## src/hdl/arb_consts.svh

```systemverilog
`ifndef ARB_CONSTS_SVH
`define ARB_CONSTS_SVH

// pixel array geometry
`define ARB_ROWS 8
`define ARB_COLS 8

// side of the group one arbitration cell covers
`define ARB_TILE 2

// sub-address width contributed by one tree level
`define ARB_LVL_BITS 1

// full pixel coordinate, one sub-address bit per level
`define ARB_ADDR_BITS 3

`endif
```

## src/hdl/arb_ctrl_pkg.sv

```systemverilog
`default_nettype none

package arb_ctrl_pkg;

   // readout controller states
   typedef enum logic [0:0] {
      RO_IDLE = 1'b0,
      RO_SCAN = 1'b1
   } ro_state_t;

endpackage

`default_nettype wire

```

## src/hdl/arb_types_pkg.sv

```systemverilog
`default_nettype none

`include "arb_consts.svh"

package arb_types_pkg;

   // column or row of one pixel in the array
   typedef logic [`ARB_ADDR_BITS-1:0] coord_t;

   // x or y position inside one 2x2 cell
   typedef logic [`ARB_LVL_BITS-1:0] sub_addr_t;

   // raster index 0..3 inside a cell, y in the upper bit
   typedef logic [2*`ARB_LVL_BITS-1:0] rr_ptr_t;

endpackage

`default_nettype wire

```

## src/hdl/pixel_arbiter_top.sv

```systemverilog
`timescale 1ns/1ps
`default_nettype none

`include "arb_consts.svh"

module pixel_arbiter_top (
   input  wire                                     clk_i,
   input  wire                                     rst_n_i,
   input  wire  [`ARB_ROWS-1:0][`ARB_COLS-1:0]     hit_i,
   input  wire                                     readout_en_i,
   input  wire                                     stall_i,
   output logic                                    event_valid_o,
   output arb_types_pkg::coord_t                   event_x_o,
   output arb_types_pkg::coord_t                   event_y_o
);

   import arb_types_pkg::*;

   localparam int L1_ROWS = `ARB_ROWS / `ARB_TILE;
   localparam int L1_COLS = `ARB_COLS / `ARB_TILE;
   localparam int RT_ROWS = L1_ROWS / `ARB_TILE;
   localparam int RT_COLS = L1_COLS / `ARB_TILE;

   logic [`ARB_ROWS-1:0][`ARB_COLS-1:0] pending;
   logic [`ARB_ROWS-1:0][`ARB_COLS-1:0] l0_gnt;
   logic [L1_ROWS-1:0][L1_COLS-1:0]     l0_req;
   logic [L1_ROWS-1:0][L1_COLS-1:0]     l1_gnt;
   logic [RT_ROWS-1:0][RT_COLS-1:0]     l1_req;
   logic [RT_ROWS-1:0][RT_COLS-1:0]     root_gnt;
   sub_addr_t l0_x, l0_y, l1_x, l1_y, root_x, root_y;
   logic      l0_rel, l1_rel;
   logic      scan, serve, root_active;
   coord_t    col, row;

   // root bit first, level 0 bit last
   assign col = {root_x, l1_x, l0_x};
   assign row = {root_y, l1_y, l0_y};

   pixel_hit_store u_hits (
      .clk_i     (clk_i),
      .rst_n_i   (rst_n_i),
      .hit_i     (hit_i),
      .clear_i   (l0_gnt),
      .serve_i   (serve),
      .pending_o (pending)
   );

   // level 0, pixels in 2x2 tiles; a served pixel is always exhausted
   pixel_groups #(.ROWS(`ARB_ROWS), .COLS(`ARB_COLS)) u_lvl0 (
      .clk_i           (clk_i),
      .rst_n_i         (rst_n_i),
      .req_i           (pending),
      .enable_i        (l1_gnt),
      .grp_enable_i    (serve),
      .child_release_i (serve),
      .req_o           (l0_req),
      .gnt_out_o       (l0_gnt),
      .x_add_o         (l0_x),
      .y_add_o         (l0_y),
      .active_o        (),
      .grp_release_o   (l0_rel)
   );

   pixel_groups #(.ROWS(L1_ROWS), .COLS(L1_COLS)) u_lvl1 (
      .clk_i           (clk_i),
      .rst_n_i         (rst_n_i),
      .req_i           (l0_req),
      .enable_i        (root_gnt),
      .grp_enable_i    (serve),
      .child_release_i (l0_rel),
      .req_o           (l1_req),
      .gnt_out_o       (l1_gnt),
      .x_add_o         (l1_x),
      .y_add_o         (l1_y),
      .active_o        (),
      .grp_release_o   (l1_rel)
   );

   pixel_level u_root (
      .clk_i           (clk_i),
      .rst_n_i         (rst_n_i),
      .req_i           (l1_req),
      .enable_i        (scan),
      .grp_enable_i    (serve),
      .child_release_i (l1_rel),
      .req_o           (),
      .gnt_o           (root_gnt),
      .x_add_o         (root_x),
      .y_add_o         (root_y),
      .active_o        (root_active),
      .grp_release_o   ()
   );

   readout_ctrl u_readout (
      .clk_i         (clk_i),
      .rst_n_i       (rst_n_i),
      .readout_en_i  (readout_en_i),
      .stall_i       (stall_i),
      .root_active_i (root_active),
      .col_i         (col),
      .row_i         (row),
      .scan_o        (scan),
      .serve_o       (serve),
      .event_valid_o (event_valid_o),
      .event_x_o     (event_x_o),
      .event_y_o     (event_y_o)
   );

endmodule

`default_nettype wire

```

## src/hdl/readout_ctrl.sv

```systemverilog
`timescale 1ns/1ps
`default_nettype none

module readout_ctrl (
   input  wire                    clk_i,
   input  wire                    rst_n_i,
   input  wire                    readout_en_i,
   input  wire                    stall_i,
   input  wire                    root_active_i,
   input  wire arb_types_pkg::coord_t col_i,
   input  wire arb_types_pkg::coord_t row_i,
   output logic                   scan_o,
   output logic                   serve_o,
   output logic                   event_valid_o,
   output arb_types_pkg::coord_t  event_x_o,
   output arb_types_pkg::coord_t  event_y_o
);

   import arb_ctrl_pkg::*;

   ro_state_t state_q;

   // follows readout_en_i one edge late
   always_ff @(posedge clk_i or negedge rst_n_i) begin
      if (!rst_n_i) begin
         state_q <= RO_IDLE;
      end else begin
         state_q <= readout_en_i ? RO_SCAN : RO_IDLE;
      end
   end

   assign scan_o  = (state_q == RO_SCAN);
   assign serve_o = scan_o & ~stall_i & root_active_i;

   always_ff @(posedge clk_i or negedge rst_n_i) begin
      if (!rst_n_i) begin
         event_valid_o <= 1'b0;
      end else begin
         event_valid_o <= serve_o;
      end
   end

   // event coordinates held between serves
   always_ff @(posedge clk_i) begin
      if (serve_o) begin
         event_x_o <= col_i;
         event_y_o <= row_i;
      end
   end

endmodule

`default_nettype wire

```

## src/hdl/pixel_hit_store.sv

```systemverilog
`timescale 1ns/1ps
`default_nettype none

`include "arb_consts.svh"

module pixel_hit_store (
   input  wire                                     clk_i,
   input  wire                                     rst_n_i,
   input  wire  [`ARB_ROWS-1:0][`ARB_COLS-1:0]     hit_i,
   input  wire  [`ARB_ROWS-1:0][`ARB_COLS-1:0]     clear_i,
   input  wire                                     serve_i,
   output logic [`ARB_ROWS-1:0][`ARB_COLS-1:0]     pending_o
);

   logic [`ARB_ROWS-1:0][`ARB_COLS-1:0] clr_mask;

   // clear only on a real serve
   assign clr_mask = serve_i ? clear_i : '0;

   // a fresh hit overrides the clear of the same pixel
   always_ff @(posedge clk_i or negedge rst_n_i) begin
      if (!rst_n_i) begin
         pending_o <= '0;
      end else begin
         pending_o <= (pending_o & ~clr_mask) | hit_i;
      end
   end

   // the tree only ever grants one pixel that is waiting
   a_serve_pending : assert property (
      @(posedge clk_i) disable iff (!rst_n_i)
      serve_i |-> ($onehot(clear_i) && ((clear_i & ~pending_o) == '0))
   ) else $error("pixel_hit_store: served pixel was not pending");

endmodule

`default_nettype wire

```

## src/hdl/pixel_groups.sv

```systemverilog
`timescale 1ns/1ps
`default_nettype none

`include "arb_consts.svh"

module pixel_groups #(
   parameter int ROWS = `ARB_ROWS,
   parameter int COLS = `ARB_COLS
) (
   input  wire                                              clk_i,
   input  wire                                              rst_n_i,
   input  wire  [ROWS-1:0][COLS-1:0]                        req_i,
   input  wire  [ROWS/`ARB_TILE-1:0][COLS/`ARB_TILE-1:0]    enable_i,
   input  wire                                              grp_enable_i,
   input  wire                                              child_release_i,
   output logic [ROWS/`ARB_TILE-1:0][COLS/`ARB_TILE-1:0]    req_o,
   output logic [ROWS-1:0][COLS-1:0]                        gnt_out_o,
   output arb_types_pkg::sub_addr_t                         x_add_o,
   output arb_types_pkg::sub_addr_t                         y_add_o,
   output logic                                             active_o,
   output logic                                             grp_release_o
);

   import arb_types_pkg::*;

   localparam int T         = `ARB_TILE;
   localparam int GR        = ROWS / T;
   localparam int GC        = COLS / T;
   localparam int NUM_CELLS = GR * GC;

   // cell g covers tile row g/GC, tile col g%GC
   logic [NUM_CELLS-1:0][T-1:0][T-1:0] cell_req;
   wire  [NUM_CELLS-1:0][T-1:0][T-1:0] cell_gnt;
   wire  sub_addr_t [NUM_CELLS-1:0]    cell_x;
   wire  sub_addr_t [NUM_CELLS-1:0]    cell_y;
   wire  [NUM_CELLS-1:0]               cell_req_o;
   wire  [NUM_CELLS-1:0]               cell_active;
   wire  [NUM_CELLS-1:0]               cell_rel;
   logic [NUM_CELLS-1:0]               en_flat;

   assign en_flat  = enable_i;
   assign req_o    = cell_req_o;
   assign active_o = |cell_active;

   // cut the map into tiles and put each tile grant back in place
   always_comb begin
      for (int g = 0; g < NUM_CELLS; g++) begin
         for (int r = 0; r < T; r++) begin
            for (int c = 0; c < T; c++) begin
               cell_req[g][r][c] = req_i[(g / GC) * T + r][(g % GC) * T + c];
               gnt_out_o[(g / GC) * T + r][(g % GC) * T + c] = cell_gnt[g][r][c];
            end
         end
      end
   end

   for (genvar g = 0; g < NUM_CELLS; g++) begin : g_cell
      pixel_level u_cell (
         .clk_i           (clk_i),
         .rst_n_i         (rst_n_i),
         .req_i           (cell_req[g]),
         .enable_i        (en_flat[g]),
         .grp_enable_i    (grp_enable_i),
         .child_release_i (child_release_i),
         .req_o           (cell_req_o[g]),
         .gnt_o           (cell_gnt[g]),
         .x_add_o         (cell_x[g]),
         .y_add_o         (cell_y[g]),
         .active_o        (cell_active[g]),
         .grp_release_o   (cell_rel[g])
      );
   end

   // only the cell picked by the parent reports upward
   always_comb begin
      x_add_o       = '0;
      y_add_o       = '0;
      grp_release_o = 1'b0;
      for (int g = 0; g < NUM_CELLS; g++) begin
         if (en_flat[g]) begin
            x_add_o       = cell_x[g];
            y_add_o       = cell_y[g];
            grp_release_o = cell_rel[g];
         end
      end
   end

   // parent grant selects one tile at most
   a_enable_onehot : assert property (
      @(posedge clk_i) disable iff (!rst_n_i) $onehot0(en_flat)
   ) else $error("pixel_groups: several tiles enabled %b", en_flat);

endmodule

`default_nettype wire

```

## src/hdl/pixel_level.sv

```systemverilog
`timescale 1ns/1ps
`default_nettype none

`include "arb_consts.svh"

module pixel_level (
   input  wire                                    clk_i,
   input  wire                                    rst_n_i,
   input  wire  [`ARB_TILE-1:0][`ARB_TILE-1:0]    req_i,
   input  wire                                    enable_i,
   input  wire                                    grp_enable_i,
   input  wire                                    child_release_i,
   output logic                                   req_o,
   output logic [`ARB_TILE-1:0][`ARB_TILE-1:0]    gnt_o,
   output arb_types_pkg::sub_addr_t               x_add_o,
   output arb_types_pkg::sub_addr_t               y_add_o,
   output logic                                   active_o,
   output logic                                   grp_release_o
);

   import arb_types_pkg::*;

   localparam int NREQ = `ARB_TILE * `ARB_TILE;

   // raster view of the 2x2 request tile with bit index row*2 + col
   logic [NREQ-1:0] req_flat;
   logic [NREQ-1:0] gnt_flat;
   rr_ptr_t         ptr_q;
   rr_ptr_t         gnt_idx;
   rr_ptr_t         scan_idx;
   logic            found;
   logic            last_req;

   assign req_flat = req_i;
   assign req_o    = |req_flat;
   assign active_o = enable_i & req_o;

   // first request at or after the pointer with wraparound
   always_comb begin
      gnt_idx  = ptr_q;
      found    = 1'b0;
      scan_idx = ptr_q;
      for (int k = 0; k < NREQ; k++) begin
         scan_idx = ptr_q + rr_ptr_t'(k);
         if (!found && req_flat[scan_idx]) begin
            gnt_idx = scan_idx;
            found   = 1'b1;
         end
      end
   end

   assign gnt_flat = active_o ? (NREQ'(1) << gnt_idx) : '0;
   assign gnt_o    = gnt_flat;

   assign x_add_o = gnt_idx[0];
   assign y_add_o = gnt_idx[1];

   // nothing else waiting in this cell once the grant is taken
   assign last_req      = ((req_flat & ~gnt_flat) == '0);
   assign grp_release_o = grp_enable_i & active_o & child_release_i & last_req;

   // stay on the granted child until it releases, then step past it
   always_ff @(posedge clk_i or negedge rst_n_i) begin
      if (!rst_n_i) begin
         ptr_q <= '0;
      end else if (grp_enable_i && active_o) begin
         if (child_release_i) begin
            ptr_q <= rr_ptr_t'(gnt_idx + 2'd1);
         end else begin
            ptr_q <= gnt_idx;
         end
      end
   end

   // a child that has not released still waits, so the locked grant holds
   a_lock_hold : assert property (
      @(posedge clk_i) disable iff (!rst_n_i)
      (grp_enable_i && active_o && !child_release_i)
         |=> (!active_o || (gnt_o == $past(gnt_o)))
   ) else $error("pixel_level: locked grant moved while the child still waits");

endmodule

`default_nettype wire

```

## config.mk

```make
export PLATFORM = sky130hd
export DESIGN_NAME = pixel_arbiter_top
export DESIGN_NICKNAME = d
export VERILOG_FILES = /design/src/hdl/arb_ctrl_pkg.sv /design/src/hdl/arb_types_pkg.sv /design/src/hdl/pixel_arbiter_top.sv /design/src/hdl/readout_ctrl.sv /design/src/hdl/pixel_hit_store.sv /design/src/hdl/pixel_groups.sv /design/src/hdl/pixel_level.sv
export VERILOG_INCLUDE_DIRS = /design/src /design/src/hdl
export SDC_FILE = /design/constraint.sdc
export NUM_CORES = 1
export LEC_CHECK = 0
export BUFFER_PORTS_ARGS = -buffer_cell sky130_fd_sc_hd__buf_2
export CAP_MARGIN = 15
export CORE_MARGIN = 2
export CORE_UTILIZATION = 50
export CTS_CLUSTER_DIAMETER = 100
export DETAILED_ROUTE_END_ITERATION = 10
export PLACE_DENSITY = 0.74
export RECOVER_POWER = 100
export SKIP_CTS_REPAIR_TIMING = 1
export SLEW_MARGIN = 20
export SYNTH_ARGS = -nofsm -noshare
export SYNTH_HDL_FRONTEND = slang
export SYNTH_SLANG_ARGS = --single-unit
```

## constraint.sdc

```tcl
create_clock -name clk_i -period 9.3 [get_ports clk_i]
set_input_delay 1.86 -clock clk_i [delete_from_list [all_inputs] [get_ports clk_i]]
set_output_delay 1.86 -clock clk_i [all_outputs]
set_load 0.02 [all_outputs]
```

## Word level (Yosys, flattened, before mapping)

Index checks and enable logic that the tools add are counted.

- Register bits after elaboration: 114
- Output and inout bits: 7
- Bits of input ports: 68
- Logic and storage cells: 935

- Mux-type cells: 398
- Shifts and indexed selects: 21
- Order comparisons: 84
- Bitwise gates (word level): 127
- $add $sub $neg: 84
- Reduce and logical (&&, ||, !) cells: 188

Operator list:

| cell | number |
|---|---|
| $lt A2 B3 Y1 const B | 84 |
| $mux W1 | 208 |
| $bmux W1 S2 | 84 |
| $mux W2 | 84 |
| $add A2 B1 Y2 const B | 42 |
| $add A2 B2 Y2 const B | 42 |
| $logic_and A1 B1 Y1 | 84 |
| $mux W4 | 21 |
| $shl A1 B2 Y4 const A | 21 |
| $and A1 B1 Y1 | 83 |
| $and A4 B4 Y4 | 20 |
| $logic_not A4 Y1 | 20 |
| $not A4 Y4 | 20 |
| $and A64 B64 Y64 | 1 |
| $mux W64 | 1 |
| $not A64 Y64 | 1 |
| $or A64 B64 Y64 | 1 |
| $reduce_or A16 Y1 | 4 |
| $reduce_or A4 Y1 | 16 |
| $reduce_or A64 Y1 | 1 |
| $logic_not A1 Y1 | 63 |
| $not A1 Y1 | 1 |

## Longest topological paths before layout

- Depth in word-level cells: 46
- Depth in mapped cells: 21

## Cells and area by module

From an unflattened synthesis, not the netlist that was laid out.

- Cell total of the unflattened synthesis: 1,212
- Area, all modules: 10,520.1 um^2

By module, submodules not included:

| module | area each (um^2) | instances | cells each | seq. area each (um^2) |
|---|---|---|---|---|
| pixel_level | 341.6 | 21 | 43 | 50.0 |
| pixel_hit_store | 2,453.6 | 1 | 199 | 1,601.5 |
| pixel_groups at u_lvl0 | 516.7 | 1 | 84 | 0.0 |
| readout_ctrl | 239.0 | 1 | 9 | 230.2 |
| pixel_groups at u_lvl1 | 137.6 | 1 | 17 | 0.0 |

## Worst setup path before layout

OpenSTA, ideal clock, no wires.

- Path type: register to register
- Start: register u_hits.pending_o[0] in the netlist's numbering
- End: register u_lvl1.g_cell[3].u_cell.ptr_q[1]
- Arrival time: 4,222 ps
- Setup time: 143 ps
- Slack: 4,935 ps
- Period minus slack after synthesis: 4,365 ps
- Stages on the path, launching flop included: 19
- Cells stage by stage: dfrtp_1 -> or4_1 -> nor4_2 -> a21oi_1 -> o21ai_0 -> o221ai_1 -> inv_1 -> ha_1 -> clkbuf_1 -> nand3_1 -> a41oi_1 -> or2_1 -> nor2_1 -> a21boi_1 -> o41ai_2 -> o21ai_1 -> buf_4 -> mux2i_1 -> a21oi_1

- Longest elaborated chain between the ends: 40
- Elaborated cells on any way between the ends: 223
- Those cells by class: shift (3); mux (80); bitwise (102); reduce/logical (38)

Ends and longest elaborated chain:

| what | RTL line | RTL |
|---|---|---|
| start: declaration | pixel_hit_store.sv:12 | `` output logic [`ARB_ROWS-1:0][`ARB_COLS-1:0] pending_o `` |
| start signal: assignment | pixel_hit_store.sv:25 | `pending_o <= (pending_o & ~clr_mask) \| hit_i;` |
| $reduce_or A16 Y1 * | pixel_level.sv:35 | `assign req_o = \|req_flat;` |
| $bmux W1 S2 | pixel_level.sv:45 | `if (!found && req_flat[scan_idx]) begin` |
| $mux W1 (not written as such) | pixel_level.sv:45 |  |
| $mux W1 | pixel_level.sv:45 |  |
| $logic_not A1 Y1 | pixel_level.sv:45 |  |
| $logic_and A1 B1 Y1 | pixel_level.sv:45 |  |
| $mux W1 | pixel_level.sv:45 |  |
| $logic_not A1 Y1 | pixel_level.sv:45 |  |
| [5 not listed] | -- |  |
| named net root_x | pixel_arbiter_top.sv:30 | `sub_addr_t l0_x, l0_y, l1_x, l1_y, root_x, root_y;` |
| [4 not listed] | -- |  |
| $and A1 B1 Y1 | pixel_level.sv:36 | `assign active_o = enable_i & req_o;` |
| $mux W4 | pixel_level.sv:52 | `assign gnt_flat = active_o ? (NREQ'(1) << gnt_idx) : '0;` |
| $not A4 Y4 | pixel_level.sv:59 | `assign last_req = ((req_flat & ~gnt_flat) == '0);` |
| $and A4 B4 Y4 | pixel_level.sv:59 |  |
| $logic_not A4 Y1 | pixel_level.sv:59 |  |
| $and A1 B1 Y1 | pixel_level.sv:60 | `assign grp_release_o = grp_enable_i & active_o & child_release_i & last_req;` |
| $mux W1 (16 in series) | pixel_groups.sv:80 | `if (en_flat[g]) begin` |
| $mux W2 | pixel_level.sv:67 | `if (child_release_i) begin` |
| end signal: assignment | pixel_level.sv:68 | `ptr_q <= rr_ptr_t'(gnt_idx + 2'd1);` |
| end signal: assignment | pixel_level.sv:70 | `ptr_q <= gnt_idx;` |
| end: declaration | pixel_level.sv:28 | `rr_ptr_t ptr_q;` |

Mark *: on every way through the listed nets, which the timed path passes. The rest lies on a longest branch. The select of a mux whose other input is x is not followed.
A chain may end at the register's enable or synchronous reset.

## Worst setup path in the final report

- Start: register u_hits.pending_o[2] in the netlist's numbering
- End: register u_lvl1.g_cell[3].u_cell.ptr_q[0]

- Longest elaborated chain between the ends: 40
- Elaborated cells on any way between the ends: 223
- Those cells by class: shift (3); mux (80); bitwise (102); reduce/logical (38)

Ends and longest elaborated chain:

| what | RTL line |
|---|---|
| $reduce_or A16 Y1 | pixel_level.sv:35 |
| $bmux W1 S2 | pixel_level.sv:45 |
| $mux W1 (not written as such) | pixel_level.sv:45 |
| $mux W1 | pixel_level.sv:45 |
| $logic_not A1 Y1 | pixel_level.sv:45 |
| $logic_and A1 B1 Y1 | pixel_level.sv:45 |
| $mux W1 | pixel_level.sv:45 |
| $logic_not A1 Y1 | pixel_level.sv:45 |
| [9 not listed] | -- |
| $and A1 B1 Y1 | pixel_level.sv:36 |
| $mux W4 | pixel_level.sv:52 |
| $not A4 Y4 | pixel_level.sv:59 |
| $and A4 B4 Y4 | pixel_level.sv:59 |
| $logic_not A4 Y1 | pixel_level.sv:59 |
| $and A1 B1 Y1 | pixel_level.sv:60 |
| $mux W1 (16 in series) | pixel_groups.sv:80 |
| $mux W2 | pixel_level.sv:67 |

Several ways; a longest one is shown, not always the timed one. The select of a mux whose other input is x is not followed.

==> results by group <==
Pwr
  – Seq pwr share: between 20% and 30%
  – Switching power total: between 1 and 1.5 mW
  – Pwr Total: 2.46 mW
  – Clk network pwr share: between 20% and 30%
  – PD cells: ~240 mW/mm2
  – Maximum vdd drop: about 0.00017 V
  – Comb pwr share: roughly 43%
  – Lkg Pwr: 4.52 nW
  – Switching portion of total power: between 40% and 50%
  – Internal power: 1.45 mW

Setup path
  – Arrival time worst endpoint: about 6.7 ns
  – Critical path startpoint: u_hits.pending_o[2]$_DFF_PN0_
  – RR Startpoint: u_hits.pending_o[2]$_DFF_PN0_
  – CP Class: register to register
  – Capturing point of the worst reg2reg path: u_lvl1.g_cell[3].u_cell.ptr_q[0]$_DFFE_PN0P_
  – Crit path capture type: register
  – CP startpoint kind: register
  – Reg2reg path depth: 11
  – Crit path max fanout: 18
  – WP data required: 9.59 ns
  – Crit path to: u_lvl1.g_cell[3].u_cell.ptr_q[0]$_DFFE_PN0P_
  – Worst R2R Setup Slack: between 2 and 3 ns

STA
  – Min cycle time layout: 6.43 ns
  – # setup viols final: 0
  – Clock Skew: between 0.01 and 0.015 ns
  – Slew headroom: -31.7%
  – Final period utilization: ~70%
  – Worst-Margin Slew: slightly below 2 ns
  – RSZ-0062 raised after global routing: no
  – Hold Vio Cnt, Final: 0
  – Setup TNS: 0 ns
  – Max Fclk: roughly 160 MHz
  – Max Slew Vio Count: 58

CTS
  – Clk slew on worst S/H paths: 0.06 ns
  – Sinks on Clock Net: 114
  – TritonCTS clock tree: built
  – H-tree levels: 4
  – Clock root cell: clkbuf_16
  – Total CTS buffers: 17
  – Worst-skew pair later-pin latency: 0.43 ns
  – CTS max path bufs: 2

Synthesis
  – Cells taking the most area after synthesis: dfrtp_1, ha_1, nand2_1, a21o_1, inv_1
  – Post-synth EDFFs: 6
  – Post-Syn Area per Cell: 8.17 um2
  – Adder-Cell Fraction of Synth Area: between 10% and 20%
  – Synth top area share: between 20 and 30%
  – FFs w/ async S/R, synth: 94.7%
  – Post-Syn Area: approximately 0.0091 mm2
  – Number of synthesized register bits: 114
  – Distinct cells, synth: a little over 70
  – Compound-Gate Fraction of Synth Area: a little over a quarter
  – Synth area leader: dfrtp_1
  – Top_reg_cell synth: dfrtp_1
  – Yosys warns: 0
  – Post-Synthesis Cells: about 1,100
  – Post-Syn Nets: 1,261
  – Post-Synth Simple-Gate Area: about a fifth
  – Proportion of synthesized area in mux cells: roughly 1.5%
  – Main combinational cell family by area after synthesis: compound AO/OA/AOI/OAI gates
  – Sequential fraction of the synthesis area: between 30% and 40%
  – Post-synthesis xor/xnor area fraction: less than 1%

Layout
  – Syn-to-layout area delta: 12.8%
  – Most common cell after layout, fill and taps aside: nand2_1
  – Share of cells above drive strength 1: 10.9%
  – Final Core Density: between 50% and 60%
  – Most frequent cells in the layout: nand2_1, inv_1, dfrtp_1
  – Nets@finish: 1,329
  – Fillers: between 1,500 and 2,000
  – Diode count: 0

Floorplanning
  – Vertical die dimension: 139 um
  – Core area: approximately 0.018 mm2
  – Die footprint: approximately 0.019 mm2
  – Die Width: about 140 um
  – Row cnt: slightly below 50
  – Top Ports: 75
  – Initial core utilization: approximately 51%

Global route
  – Vias in the first global route: ~7,900
  – Largest net degree at the start of global routing: 76
  – First-pass GRT wire length: roughly 38 mm
  – Remaining global-route overflow: 0
  – GRT Util Overall: around a quarter
  – Initial antenna violation count: 0

Routing
  – Wirelength per Cell: 16.3 um
  – DRT iter0 DRCs: 858
  – Wirelength, routed: 23.1 mm
  – Via count: approximately 8,600
  – Drt pass-1 iters: 6
  – DRC viols: 0
  – Antenna-violating nets left: 0
  – Vias/cell: just over 6

Job
  – Max Cap Violations: 3

Outcome
  – Violated checks: max-capacitance violations, max-slew violations
  – Outcome: complete, but fails checks

Placement
  – HPWL Detailed: 17.1 mm
  – Port Buffers: 74
  – Gp weighted congestion: about 0.92

Worst hold path
  – Worst hold path class: register to register
-- synthesized netlist by cell type (all sizes together), types with 4 or more instances --
cell	number
a41oi	6
nand2	136
ha	84
o31ai	6
a311oi	5
edfxtp	6
o211ai	10
and3	8
nor4	21
nor3b	5
nand3	26
o22ai	39
mux2i	5
buf	7
a21oi	84
o21ai	77
nand2b	10
a211oi	8
or2	6
a21o	59
a221oi	7
o221ai	10
inv	116
xnor2	4
mux2	8
nor2b	29
dfrtp	108
a2bb2oi	4
nor2	86
or4	8
nand4	4
clkbuf	24
nor3	30
o41ai	5
o311ai	5
a22oi	18
-- power groups by stage --
stage,registers (mW),clock network (mW),logic [mW]
6_report,0.708,0.708,1.05
3_3_place_gp,0.709,0,1.00
4_1_cts,0.703,0.716,1.04
2_1_floorplan,0.686,0,0.784
5_1_grt,0.724,0.741,1.19
3_5_place_dp,0.711,0,1.03
-- registers in the layout, summed over array words and instances, names as in the netlist --
signal and cells:
u_readout.event_valid_o 1, u_lvl1.g_cell.u_cell.ptr_q 8, u_readout.event_x_o 3, u_root.ptr_q 2, u_lvl0.g_cell.u_cell.ptr_q 32, u_readout.event_y_o 3
u_hits.pending_o 64, u_readout.scan_o 1
-- cell type report --
type,count,area (um2),share of cell area (%)
multi-input cells,848,5590,54.7
clock inverters,13,184,1.80
inverters,116,435,4.26
flip-flops and latches,114,2880,28.2
repair buffers,80,400,3.92
clock buffers,19,443,4.33
well taps,229,287,2.80
-- routing by layer --
layer  share of wire (%)  up-vias  global-route usage [%]
met5                   0        -                       0
met4                 2.4        0                    8.61
met3                 6.3       51                    5.63
met2                  48      332                    39.7
met1                  43     4047                    30.2
li1                    -     4127                       -
-- cells by family (layout without fill, tap and decap cells) --
family | after synthesis | after routing
xor+xnor | 4 | 4
flops | 114 | 114
compound gates | 373 | 373
simple gates | 374 | 374
fa+ha+maj | 84 | 84
buf+inv | 147 | 228
mux | 13 | 13
-- worst min path at each step --
stage,slack (ns),endpoint,cells past startpoint,startpoint
after floorplan,0.52,u_root.ptr_q[0]$_DFFE_PN0P_,2,u_root.ptr_q[0]$_DFFE_PN0P_
after global placement,0.55,u_hits.pending_o[3]$_DFF_PN0_,1,u_hits.pending_o[3]$_DFF_PN0_
after detailed placement,0.57,u_hits.pending_o[3]$_DFF_PN0_,1,u_hits.pending_o[3]$_DFF_PN0_
after CTS,0.60,u_lvl0.g_cell[6].u_cell.ptr_q[0]$_DFFE_PN0P_,2,u_lvl0.g_cell[6].u_cell.ptr_q[0]$_DFFE_PN0P_
after global routing,0.61,u_hits.pending_o[3]$_DFF_PN0_,1,u_hits.pending_o[3]$_DFF_PN0_
final,0.58,u_hits.pending_o[3]$_DFF_PN0_,1,u_hits.pending_o[3]$_DFF_PN0_
-- stage by stage --
stage / hold WS (ns) / cell area [um2] / setup slack (ns) / std cells
2_1_floorplan: 0.524 / 9060 / 4.93 / 1109
3_3_place_gp: 0.554 / 9640 / 3.95 / 1387
3_5_place_dp: 0.574 / 9640 / 3.87 / 1387
4_1_cts: 0.596 / 10300 / 3.83 / 1419
5_1_grt: 0.613 / 10200 / 2.45 / 1419
6_report: 0.582 / 10200 / 2.87 / 1419
-- critical path: stages, from the launching register on --
cell and delay [ns]:
dfrtp_1 0.45, nor4_1 0.83, nand4_1 0.47, o41ai_1 1.70, clkbuf_1 0.67, inv_1 0.59, nand3_1 0.19, a21boi_0 0.10
o211ai_1 0.12, o21ai_0 0.62, xnor2_1 0.42, a21oi_1 0.10
(Power assumes the default switching activity.)
